`config.mk`:
```
export PLATFORM = sky130hd
export DESIGN_NAME = cl_dram_dma
export DESIGN_NICKNAME = d
export VERILOG_FILES = /design/src/source/cl_ddr_stat_pkg.sv /design/src/source/cl_rst_pkg.sv /design/src/source/cl_dram_dma.sv /design/src/source/cl_rst_ctrl.sv /design/src/source/lib_pipe.sv
export VERILOG_INCLUDE_DIRS = /design/src /design/src/source
export SDC_FILE = /design/constraint.sdc
export NUM_CORES = 2
export LEC_CHECK = 0
export BUFFER_PORTS_ARGS = -buffer_cell sky130_fd_sc_hd__buf_2
export CAP_MARGIN = 30
export CORE_UTILIZATION = 45
export DETAILED_ROUTE_END_ITERATION = 8
export SLEW_MARGIN = 15
export SYNTH_ARGS = -nofsm -noshare
export SYNTH_HDL_FRONTEND = slang
export SYNTH_SLANG_ARGS = --single-unit
```
`constraint.sdc`:
```
create_clock -name clk_main_a0 -period 1.3 [get_ports clk_main_a0]
set_clock_uncertainty 0.05 [all_clocks]
set_input_delay 0 -clock clk_main_a0 [delete_from_list [all_inputs] [get_ports clk_main_a0]]
set_output_delay 0 -clock clk_main_a0 [all_outputs]
set_load 0.005 [all_outputs]
```
`src/source/cl_dram_consts.svh`:
```
// DRAM DMA shell constants for status channels, pipe depths and field widths
`ifndef CL_DRAM_CONSTS_SVH
`define CL_DRAM_CONSTS_SVH

// ----------------------------------------------------------------------
// DDR status port
// ----------------------------------------------------------------------

// Status channels served by the DDR controller
`define NUM_DDR_STAT 3

// Retiming stages between shell and DDR controller, per direction
`define NUM_CFG_STGS_CL_DDR_ATG 8

// Status register address width
`define DDR_STAT_ADDR_W 8

// Status register write and read data width
`define DDR_STAT_DATA_W 32

// Interrupt vector returned with each response
`define DDR_STAT_INT_W 8

// ----------------------------------------------------------------------
// Reset tree
// ----------------------------------------------------------------------

// Raw reset pipe, also the depth of each per-block reset pipe
`define RST_PIPE_STGS 4

// Synchronizer stage between pipe_rst_n and sync_rst_n
`define RST_SYNC_STGS 2

`endif
```
`src/source/cl_ddr_stat_pkg.sv`:
```
// DDR status port request and response groupings carried through one pipe each
`include "cl_dram_consts.svh"

package cl_ddr_stat_pkg;

   // ----------------------------------------------------------------------
   // Shell to controller
   // ----------------------------------------------------------------------

   // 1 + 1 + 8 + 32 = 42 bits
   // wr and rd are single-cycle strobes, never both high
   typedef struct packed
   {
      logic                          wr;
      logic                          rd;
      logic [`DDR_STAT_ADDR_W-1:0]   addr;
      logic [`DDR_STAT_DATA_W-1:0]   wdata;
   } ddr_stat_req_t;

   // ----------------------------------------------------------------------
   // Controller to shell
   // ----------------------------------------------------------------------

   // 1 + 8 + 32 = 41 bits
   // ack is a single-cycle pulse
   // intr carries the status int vector; int is a keyword
   typedef struct packed
   {
      logic                          ack;
      logic [`DDR_STAT_INT_W-1:0]    intr;
      logic [`DDR_STAT_DATA_W-1:0]   rdata;
   } ddr_stat_rsp_t;

endpackage

```
`src/source/cl_rst_pkg.sv`:
```
// Reset tree types naming the per-block reset domains of the DRAM DMA shell
package cl_rst_pkg;

   // ----------------------------------------------------------------------
   // Block reset domains
   // ----------------------------------------------------------------------

   // One domain per downstream block
   // Order sets the bit position in blk_rst_t
   typedef enum logic [1:0]
   {
      RST_XBAR,   // AXI crossbar side
      RST_DDR,    // DDR controller and its status port
      RST_SDA     // SDA slave side
   } rst_domain_e;

   // Must track the enum above
   localparam int NUM_RST_DOMAINS = 3;

   // ----------------------------------------------------------------------
   // Block reset vector
   // ----------------------------------------------------------------------

   // One active-low reset bit per domain
   // Index with a rst_domain_e value
   typedef logic [NUM_RST_DOMAINS-1:0] blk_rst_t;

endpackage

```
`src/source/cl_dram_dma.sv`:
```
// DRAM DMA shell top with reset control and retimed DDR status ports
`include "cl_dram_consts.svh"

module cl_dram_dma
   import cl_rst_pkg::*;
   import cl_ddr_stat_pkg::*;
(
   // ----------------------------------------------------------------------
   // Clock, reset and FLR
   // ----------------------------------------------------------------------
   input  logic                         clk_main_a0,
   input  logic                         rst_main_n,

   input  logic                         sh_cl_flr_assert,
   output logic                         cl_sh_flr_done,

   output blk_rst_t                     block_rst_n,

   // ----------------------------------------------------------------------
   // Shell side of the status ports
   // ----------------------------------------------------------------------
   input  logic                         sh_ddr_stat_wr    [`NUM_DDR_STAT],
   input  logic                         sh_ddr_stat_rd    [`NUM_DDR_STAT],
   input  logic [`DDR_STAT_ADDR_W-1:0]  sh_ddr_stat_addr  [`NUM_DDR_STAT],
   input  logic [`DDR_STAT_DATA_W-1:0]  sh_ddr_stat_wdata [`NUM_DDR_STAT],

   output logic                         ddr_sh_stat_ack   [`NUM_DDR_STAT],
   output logic [`DDR_STAT_INT_W-1:0]   ddr_sh_stat_int   [`NUM_DDR_STAT],
   output logic [`DDR_STAT_DATA_W-1:0]  ddr_sh_stat_rdata [`NUM_DDR_STAT],

   // ----------------------------------------------------------------------
   // Controller side of the status ports
   // ----------------------------------------------------------------------
   output logic                         sh_ddr_stat_wr_q    [`NUM_DDR_STAT],
   output logic                         sh_ddr_stat_rd_q    [`NUM_DDR_STAT],
   output logic [`DDR_STAT_ADDR_W-1:0]  sh_ddr_stat_addr_q  [`NUM_DDR_STAT],
   output logic [`DDR_STAT_DATA_W-1:0]  sh_ddr_stat_wdata_q [`NUM_DDR_STAT],

   input  logic                         ddr_sh_stat_ack_q   [`NUM_DDR_STAT],
   input  logic [`DDR_STAT_INT_W-1:0]   ddr_sh_stat_int_q   [`NUM_DDR_STAT],
   input  logic [`DDR_STAT_DATA_W-1:0]  ddr_sh_stat_rdata_q [`NUM_DDR_STAT]
);

   // ----------------------------------------------------------------------
   // Clock and reset
   // ----------------------------------------------------------------------

   // Whole design runs on the main shell clock
   logic clk;
   logic sync_rst_n;

   assign clk = clk_main_a0;

   // Reset tree and FLR handshake
   cl_rst_ctrl i_cl_rst_ctrl
   (
      .clk              (clk),
      .rst_main_n       (rst_main_n),
      .sh_cl_flr_assert (sh_cl_flr_assert),
      .sync_rst_n       (sync_rst_n),
      .block_rst_n      (block_rst_n),
      .cl_sh_flr_done   (cl_sh_flr_done)
   );

   // ----------------------------------------------------------------------
   // Status port retiming
   // ----------------------------------------------------------------------

   // One request and one response pipe per channel
   // Closes timing across the die to the DDR controller
   // Fixed latency both ways, no flow control
   for (genvar ch = 0; ch < `NUM_DDR_STAT; ch++)
   begin : g_stat_ch
      ddr_stat_req_t req_in;
      ddr_stat_req_t req_out;
      ddr_stat_rsp_t rsp_in;
      ddr_stat_rsp_t rsp_out;

      // Shell request bundled for the pipe
      assign req_in.wr    = sh_ddr_stat_wr[ch];
      assign req_in.rd    = sh_ddr_stat_rd[ch];
      assign req_in.addr  = sh_ddr_stat_addr[ch];
      assign req_in.wdata = sh_ddr_stat_wdata[ch];

      // Request toward the controller
      lib_pipe
      #(
         .WIDTH  ($bits(ddr_stat_req_t)),
         .STAGES (`NUM_CFG_STGS_CL_DDR_ATG)
      )
      i_pipe_req
      (
         .clk        (clk),
         .pipe_rst_n (sync_rst_n),
         .in_bus     (req_in),
         .out_bus    (req_out)
      );

      // Unbundle at the controller side
      assign sh_ddr_stat_wr_q[ch]    = req_out.wr;
      assign sh_ddr_stat_rd_q[ch]    = req_out.rd;
      assign sh_ddr_stat_addr_q[ch]  = req_out.addr;
      assign sh_ddr_stat_wdata_q[ch] = req_out.wdata;

      // Controller response bundled for the return pipe
      assign rsp_in.ack   = ddr_sh_stat_ack_q[ch];
      assign rsp_in.intr  = ddr_sh_stat_int_q[ch];
      assign rsp_in.rdata = ddr_sh_stat_rdata_q[ch];

      // Response back to the shell
      lib_pipe
      #(
         .WIDTH  ($bits(ddr_stat_rsp_t)),
         .STAGES (`NUM_CFG_STGS_CL_DDR_ATG)
      )
      i_pipe_rsp
      (
         .clk        (clk),
         .pipe_rst_n (sync_rst_n),
         .in_bus     (rsp_in),
         .out_bus    (rsp_out)
      );

      // Unbundle at the shell side
      assign ddr_sh_stat_ack[ch]   = rsp_out.ack;
      assign ddr_sh_stat_int[ch]   = rsp_out.intr;
      assign ddr_sh_stat_rdata[ch] = rsp_out.rdata;
   end

endmodule

```
`src/source/cl_rst_ctrl.sv`:
```
// Reset tree for the DRAM DMA shell with per-block reset pipes and FLR handshake
`include "cl_dram_consts.svh"

module cl_rst_ctrl
   import cl_rst_pkg::*;
(
   input  logic      clk,
   input  logic      rst_main_n,

   // Function-level reset from the shell
   input  logic      sh_cl_flr_assert,

   // Synchronized reset for the shell-side logic
   output logic      sync_rst_n,
   // One delayed copy of sync_rst_n per block
   output blk_rst_t  block_rst_n,

   output logic      cl_sh_flr_done
);

   // ----------------------------------------------------------------------
   // Raw reset pipe
   // ----------------------------------------------------------------------

   // Plain shift register, no reset of its own
   // Relieves fanout and placement of rst_main_n
   logic [`RST_PIPE_STGS-1:0] rst_main_sr;
   logic                      pipe_rst_n;

   always_ff @(posedge clk)
   begin
      rst_main_sr <= {rst_main_sr[`RST_PIPE_STGS-2:0], rst_main_n};
   end

   // rst_main_n of 4 cycles ago
   assign pipe_rst_n = rst_main_sr[`RST_PIPE_STGS-1];

   // ----------------------------------------------------------------------
   // Synchronizer stage
   // ----------------------------------------------------------------------

   // Ones shift in after release
   // Assert one cycle after pipe_rst_n falls
   // Release two cycles after pipe_rst_n rises
   logic [`RST_SYNC_STGS-1:0] sync_sr;

   always_ff @(posedge clk)
   begin
      if (!pipe_rst_n)
      begin
         sync_sr <= '0;
      end
      else
      begin
         sync_sr <= {sync_sr[`RST_SYNC_STGS-2:0], 1'b1};
      end
   end

   assign sync_rst_n = sync_sr[`RST_SYNC_STGS-1];

   // ----------------------------------------------------------------------
   // Per-block reset pipes
   // ----------------------------------------------------------------------

   // Each domain gets its own unreset copy of sync_rst_n
   // Lets the tools place each tree next to its block
   for (genvar d = 0; d < NUM_RST_DOMAINS; d++)
   begin : g_blk_rst
      localparam rst_domain_e DOM = rst_domain_e'(d);

      logic [`RST_PIPE_STGS-1:0] dom_sr;

      always_ff @(posedge clk)
      begin
         dom_sr <= {dom_sr[`RST_PIPE_STGS-2:0], sync_rst_n};
      end

      // sync_rst_n of 4 cycles ago, 10 cycles after rst_main_n overall
      assign block_rst_n[DOM] = dom_sr[`RST_PIPE_STGS-1];
   end

   // ----------------------------------------------------------------------
   // FLR response
   // ----------------------------------------------------------------------

   // Assert registered once before use
   logic flr_assert_q;

   always_ff @(posedge clk)
   begin
      if (!sync_rst_n)
      begin
         flr_assert_q   <= 1'b0;
         cl_sh_flr_done <= 1'b0;
      end
      else
      begin
         flr_assert_q   <= sh_cl_flr_assert;
         // Pulse when done was low
         // Toggles each cycle while the assert is held
         cl_sh_flr_done <= flr_assert_q && !cl_sh_flr_done;
      end
   end

endmodule

```
`src/source/lib_pipe.sv`:
```
// Delay pipe of configurable width and depth with synchronous clear
module lib_pipe
#(
   parameter int unsigned WIDTH  = 8,
   parameter int unsigned STAGES = 4
)
(
   input  logic             clk,
   input  logic             pipe_rst_n,

   input  logic [WIDTH-1:0] in_bus,
   output logic [WIDTH-1:0] out_bus
);

   // ----------------------------------------------------------------------
   // Stage storage
   // ----------------------------------------------------------------------

   // stg[0] is nearest the input
   logic [WIDTH-1:0] stg [STAGES];

   // ----------------------------------------------------------------------
   // Shift
   // ----------------------------------------------------------------------

   // No stall, one word enters and one leaves every cycle
   always_ff @(posedge clk)
   begin
      if (!pipe_rst_n)
      begin
         // Whole pipe drains to zero, strobes included
         for (int i = 0; i < STAGES; i++)
         begin
            stg[i] <= '0;
         end
      end
      else
      begin
         stg[0] <= in_bus;
         // Advance the rest
         for (int i = 1; i < STAGES; i++)
         begin
            stg[i] <= stg[i-1];
         end
      end
   end

   // Output is in_bus of STAGES cycles ago
   assign out_bus = stg[STAGES-1];

endmodule

```
# After elaboration in Yosys (flattened, before gate mapping)
# Memory sizes are Yosys's and may differ from the RTL's.
# Index checks and enable logic that the tools add are counted.
dict set report word_totals {
  latch_bits 0
  mem_bits_rw 1992
  regBits 20
  n_memories 6
  in_bits 252
  mem_bits_ro 0
}
# name depth width read_ports rd_ports_with_merged_regs write_ports line
set memory_table {}
lappend memory_table {{g_stat_ch[0].i_pipe_req.stg} 8 42 8 0 8 lib_pipe.sv:20} ;# logic [WIDTH-1:0] stg [STAGES];
lappend memory_table {{g_stat_ch[1].i_pipe_req.stg} 8 42 8 0 8 lib_pipe.sv:20}
lappend memory_table {{g_stat_ch[2].i_pipe_req.stg} 8 42 8 0 8 lib_pipe.sv:20}
lappend memory_table {{g_stat_ch[0].i_pipe_rsp.stg} 8 41 8 0 8 lib_pipe.sv:20}
lappend memory_table {{g_stat_ch[1].i_pipe_rsp.stg} 8 41 8 0 8 lib_pipe.sv:20}
lappend memory_table {{g_stat_ch[2].i_pipe_rsp.stg} 8 41 8 0 8 lib_pipe.sv:20}
dict set report classes {
  n_reduce_logical 2
  bitwise 48
  shift 0
  mux 51
  n_lt_le_gt_ge 0
  n_eq_ne 0
  div_mod_pow 0
  multipliers 0
  add_sub_neg 0
}
# op n
set ops {}
lappend ops {{two-way mux 42 bit} 24}
lappend ops {{two-way mux 41 bit} 24}
lappend ops {{OR 1 bit} 48}
lappend ops {{two-way mux 1 bit} 3}
lappend ops {{logical AND 1 bit} 1}
lappend ops {{logical NOT 1 bit} 1}

# Depth between registers and ports, before layout
dict set report depth {
  ltp_word 2
  ltp_mapped 4
  depth_no_buf 1
}

# By module
# A second synthesis with hierarchy kept.
dict set report unflattened {
  cells_unflattened 4470
  area_unflattened_um2 55739.7
}
# mod cells_per_inst area_per_inst_um2 seq_area_each_um2 instances
set by_module_without_submodules {}
lappend by_module_without_submodules {{lib_pipe (g_stat_ch[0].i_pipe_req ...)} 751 9371.5 6726.5 3}
lappend by_module_without_submodules {{lib_pipe (g_stat_ch[0].i_pipe_rsp ...)} 733 9113.7 6566.3 3}
lappend by_module_without_submodules {cl_rst_ctrl 18 284.0 240.2 1}

# Worst setup path after synthesis
# OpenSTA, ideal clock, no wires.
dict set report synth_timing {
  kind {register to register}
  start {register i_cl_rst_ctrl.sync_sr[1]}
  end {memory g_stat_ch[0].i_pipe_req.stg[0][0] (netlist bit)}
  n_path_buf 3
  stages_incl_launch_ff 5
  t_required_ps 1191
  arrival_ps 953
  slack_ps 238
  setup_time_ps 59
  path_cell_list {dfxtp_1 > buf_6 > clkbuf_4 > clkbuf_2 > and2_1}
}
# item line
set synth_rtl {}
lappend synth_rtl {{start, declared} cl_rst_ctrl.sv:45} ;# logic [`RST_SYNC_STGS-1:0] sync_sr;
lappend synth_rtl {{start signal, assigned} cl_rst_ctrl.sv:55} ;# sync_sr <= {sync_sr[`RST_SYNC_STGS-2:0], 1'b1};
lappend synth_rtl {{end, declared} lib_pipe.sv:20}

==> results.py <==
metrics = {
    "setup_path": {
        "critPathRequiredTime_ns": 1.25,
        "crit_slowest_cell": "dfxtp_2",
        "start_kind": "flop",
        "path_cells": "buf_2",
        "worst_setup_path_end_kind": "primary output",
        "worst-path-max-fanout": 1,
        "crit_arrival_ns": 1.27,
        "critPathMaxStageDelay_ns": 0.37,
        "crit_family": "flip-flops",
        "worstSetupPathType": "flop to primary output",
        "cp_num_buf_inv": 1,
    },
    "placement": {
        "place_ws_ns": 0.01184,
        "hpwl_mm": 51.72,
        "gp_congestion": 0.7612,
        "place_area_um2": 58290,
        "port_buffers": 504,
    },
    "clock_tree": {
        "root_buffer": "clkbuf_16",
        "clk_pin_slew_worst_paths_ns": 0.06,
        "clkLatencyLatePin_ns": 0.78,
        "clockBufferDepth": 3,
        "cts_tree": "done",
        "cts_buffers": 189,
        "htreeDepth": 4,
        "clock-sinks": 2004,
    },
    "drt": {
        "wl_per_cell_um": 12.73,
        "first_pass_iters": 4,
        "drt-initial-drc-count": 1058,
        "drcViolationCount": 0,
        "detail-route-antenna-nets": 0,
        "avgViaCountPerCell": 3.997,
        "wl_mm": 90.34,
        "vias": 28370,
    },
    "pwr": {
        "p_leak_nw": 30.76,
        "swShare": 0.1962,
        "p_int_mw": 96.93,
        "power_per_cell_area_nw_per_um2": 1689,
        "peakVddDrop_v": 0.001307,
        "p_comb_frac": 0.028,
        "p_sw_mw": 23.66,
        "power.share.clock": 0.458,
        "p_seq_frac": 0.514,
    },
    "final_layout": {
        "final_area_um2": 71380,
        "syn_to_final_growth_pct": 28.27,
        "nFillCells": 9603,
        "drive_gt1_frac": 0.2020,
        "fin_nets": 5564,
    },
    "synth": {
        "yosys_warnings": 0,
        "ys_ff_latch": 2004,
        "ys_types": 9,
        "syn-instance-count": 4472,
        "ys_seq_area_frac": 0.7209,
        "syn_area_um2": 55650,
        "syn-num-nets": 4724,
        "avgSynthCellArea_um2": 12.44,
    },
    "run_status": {
        "violations": "negative setup slack",
        "outcome": "finished with violations",
    },
    "timing": {
        "finalSetupViolCount": 16,
        "finalMaxSlewViolations": 0,
        "finalHoldViolCount": 0,
        "max_freq_mhz": 755.5,
        "hold-worst-slack_ns": 0.2757,
        "min_period_over_period": 1.018,
        "fin_crit_ns": 1.324,
        "slew_headroom": 0.8092,
        "worst_pin_slew_ns": 0.2863,
        "rsz0062_at_grt": "yes",
        "layout_setup_ws_ns": -0.02367,
    },
    "run": {
        "drv_cap": 0,
    },
    "global_routing": {
        "grt_max_degree": 103,
        "grt_pass1_wl_mm": 141.0,
        "gr-total-overflow": 0,
        "grt_pass1_vias": 27900,
        "antenna_found_initial": 12,
        "grtUsageTotal": 0.1401,
    },
    "floorplan": {
        "ios": 505,
        "core_area_um2": 122200,
        "initial_core_util": 0.4554,
        "dieArea_um2": 125100,
        "row_count": 128,
        "die_w_um": 353.7,
        "dieHeight_um": 353.7,
    },
    "worst_hold_path": {
        "hp-class": "flop to flop",
    },
}
[cell usage after synthesis]
cell / number / share of area
and3b_1: 1 / 0.00016
and2_1: 1994 / 0.22
clkbuf_1: 3 / 0.00020
clkbuf_4: 16 / 0.0022
buf_6: 2 / 0.00040
buf_4: 252 / 0.034
buf_2: 4 / 0.00036
clkbuf_2: 196 / 0.018
dfxtp_1: 2004 / 0.72
[flip-flops by register name, indices dropped and copies added (netlist names)]
name                            flops
i_cl_rst_ctrl.flr_assert_q          1
i_cl_rst_ctrl.rst_main_sr           4
g_stat_ch.i_pipe_req.stg         1008
i_cl_rst_ctrl.sync_sr               2
g_stat_ch.i_pipe_rsp.stg          984
i_cl_rst_ctrl.g_blk_rst.dom_sr      4
i_cl_rst_ctrl.cl_sh_flr_done        1
[cells by family (layout without fill, tap and decap cells)]
kind of cell           after synthesis  after routing  synth area share
and+or+nand+nor                   1995           1995            0.2243
DFF                               2004           2004            0.7209
buffers and inverters              473           1471           0.05475
other                                0              4                 0
[routing by layer]
layer,GRT usage,routed length [um]
met5,0,69
met4,0.06199,2683
met3,0.03655,4274
met2,0.2341,42980
met1,0.1694,40330
[power by group through the flow]
stage	Combinational, mW	Clock (mW)	Sequential, mW
after global routing	3.70	59.7	62.0
after floorplan	1.02	0	63.3
after CTS	3.09	56.9	62.0
final	3.38	55.2	62.0
after detailed placement	1.91	0	63.4
after global placement	1.89	0	63.4
[repair_timing]
item                                    in CTS  in global routing
buffers inserted                             0                  9
hold endpoints to repair                   251                  0
gates resized for setup                    202                130
hold buffers                               502                  0
endpoints found under the setup margin     270                395
gates cloned                                 1                 19
pin swaps                                    0                  1
[final timing paths]
check	start	endpoint	slack, ns	depth (start not counted)
hold / removal	i_cl_rst_ctrl.g_blk_rst[0].dom_sr[1]	i_cl_rst_ctrl.g_blk_rst[1].dom_sr[2]	0.28	0
setup / recovery	g_stat_ch[1].i_pipe_req.stg[1][130]	sh_ddr_stat_wdata_q[36]	-0.02	1
setup reg to reg	i_cl_rst_ctrl.sync_sr[1]	g_stat_ch[2].i_pipe_req.stg[0][30]	0	4
hold reg to reg	i_cl_rst_ctrl.g_blk_rst[0].dom_sr[1]	i_cl_rst_ctrl.g_blk_rst[1].dom_sr[2]	0.28	0
[layout make-up]
| type | count | area (um2) | share of cell area |
|---|---|---|---|
| antenna | 4 | 10.01 | 0.0001402 |
| sequential | 2004 | 40400 | 0.5659 |
| clock inverter | 61 | 790.8 | 0.01108 |
| tap | 1625 | 2033 | 0.02848 |
| multi-input combinational | 1995 | 12510 | 0.1753 |
| clock buffer | 288 | 5685 | 0.07965 |
| timing repair buffer | 1122 | 9952 | 0.1394 |
[through the flow]
stage | setup TNS (ns) | util | power [mW] | instances
after detailed placement | 0 | 0.4770 | 65.30 | 6215
after floorplan | 0 | - | 64.36 | 4472
after global routing | -25.53 | 0.5841 | 125.4 | 7099
after global placement | 0 | 0.4770 | 65.28 | 6215
final | -0.1374 | 0.5841 | 120.6 | 7099
after CTS | -11.42 | 0.5753 | 122.0 | 7067
[cell usage in the layout (no fill, tap or decap)]
master,netlist,routed
buf_8,0,1
bufinv_16,0,14
buf_4,252,42
buf_12,0,29
diode_2,0,4
dfxtp_4,0,27
and3b_1,1,1
clkbuf_16,0,209
clkinv_16,0,2
inv_6,0,7
clkinv_2,0,29
inv_16,0,2
clkinv_8,0,1
and2_1,1994,1982
buf_16,0,12
buf_2,4,413
clkinvlp_4,0,4
clkbuf_1,3,44
buf_6,2,106
dlygate4sd3_1,0,502
and2_4,0,12
dfxtp_1,2004,1836
clkbuf_8,0,52
clkinv_4,0,2
dfxtp_2,0,141
No activity file was read; power rests on OpenSTA's default activity.
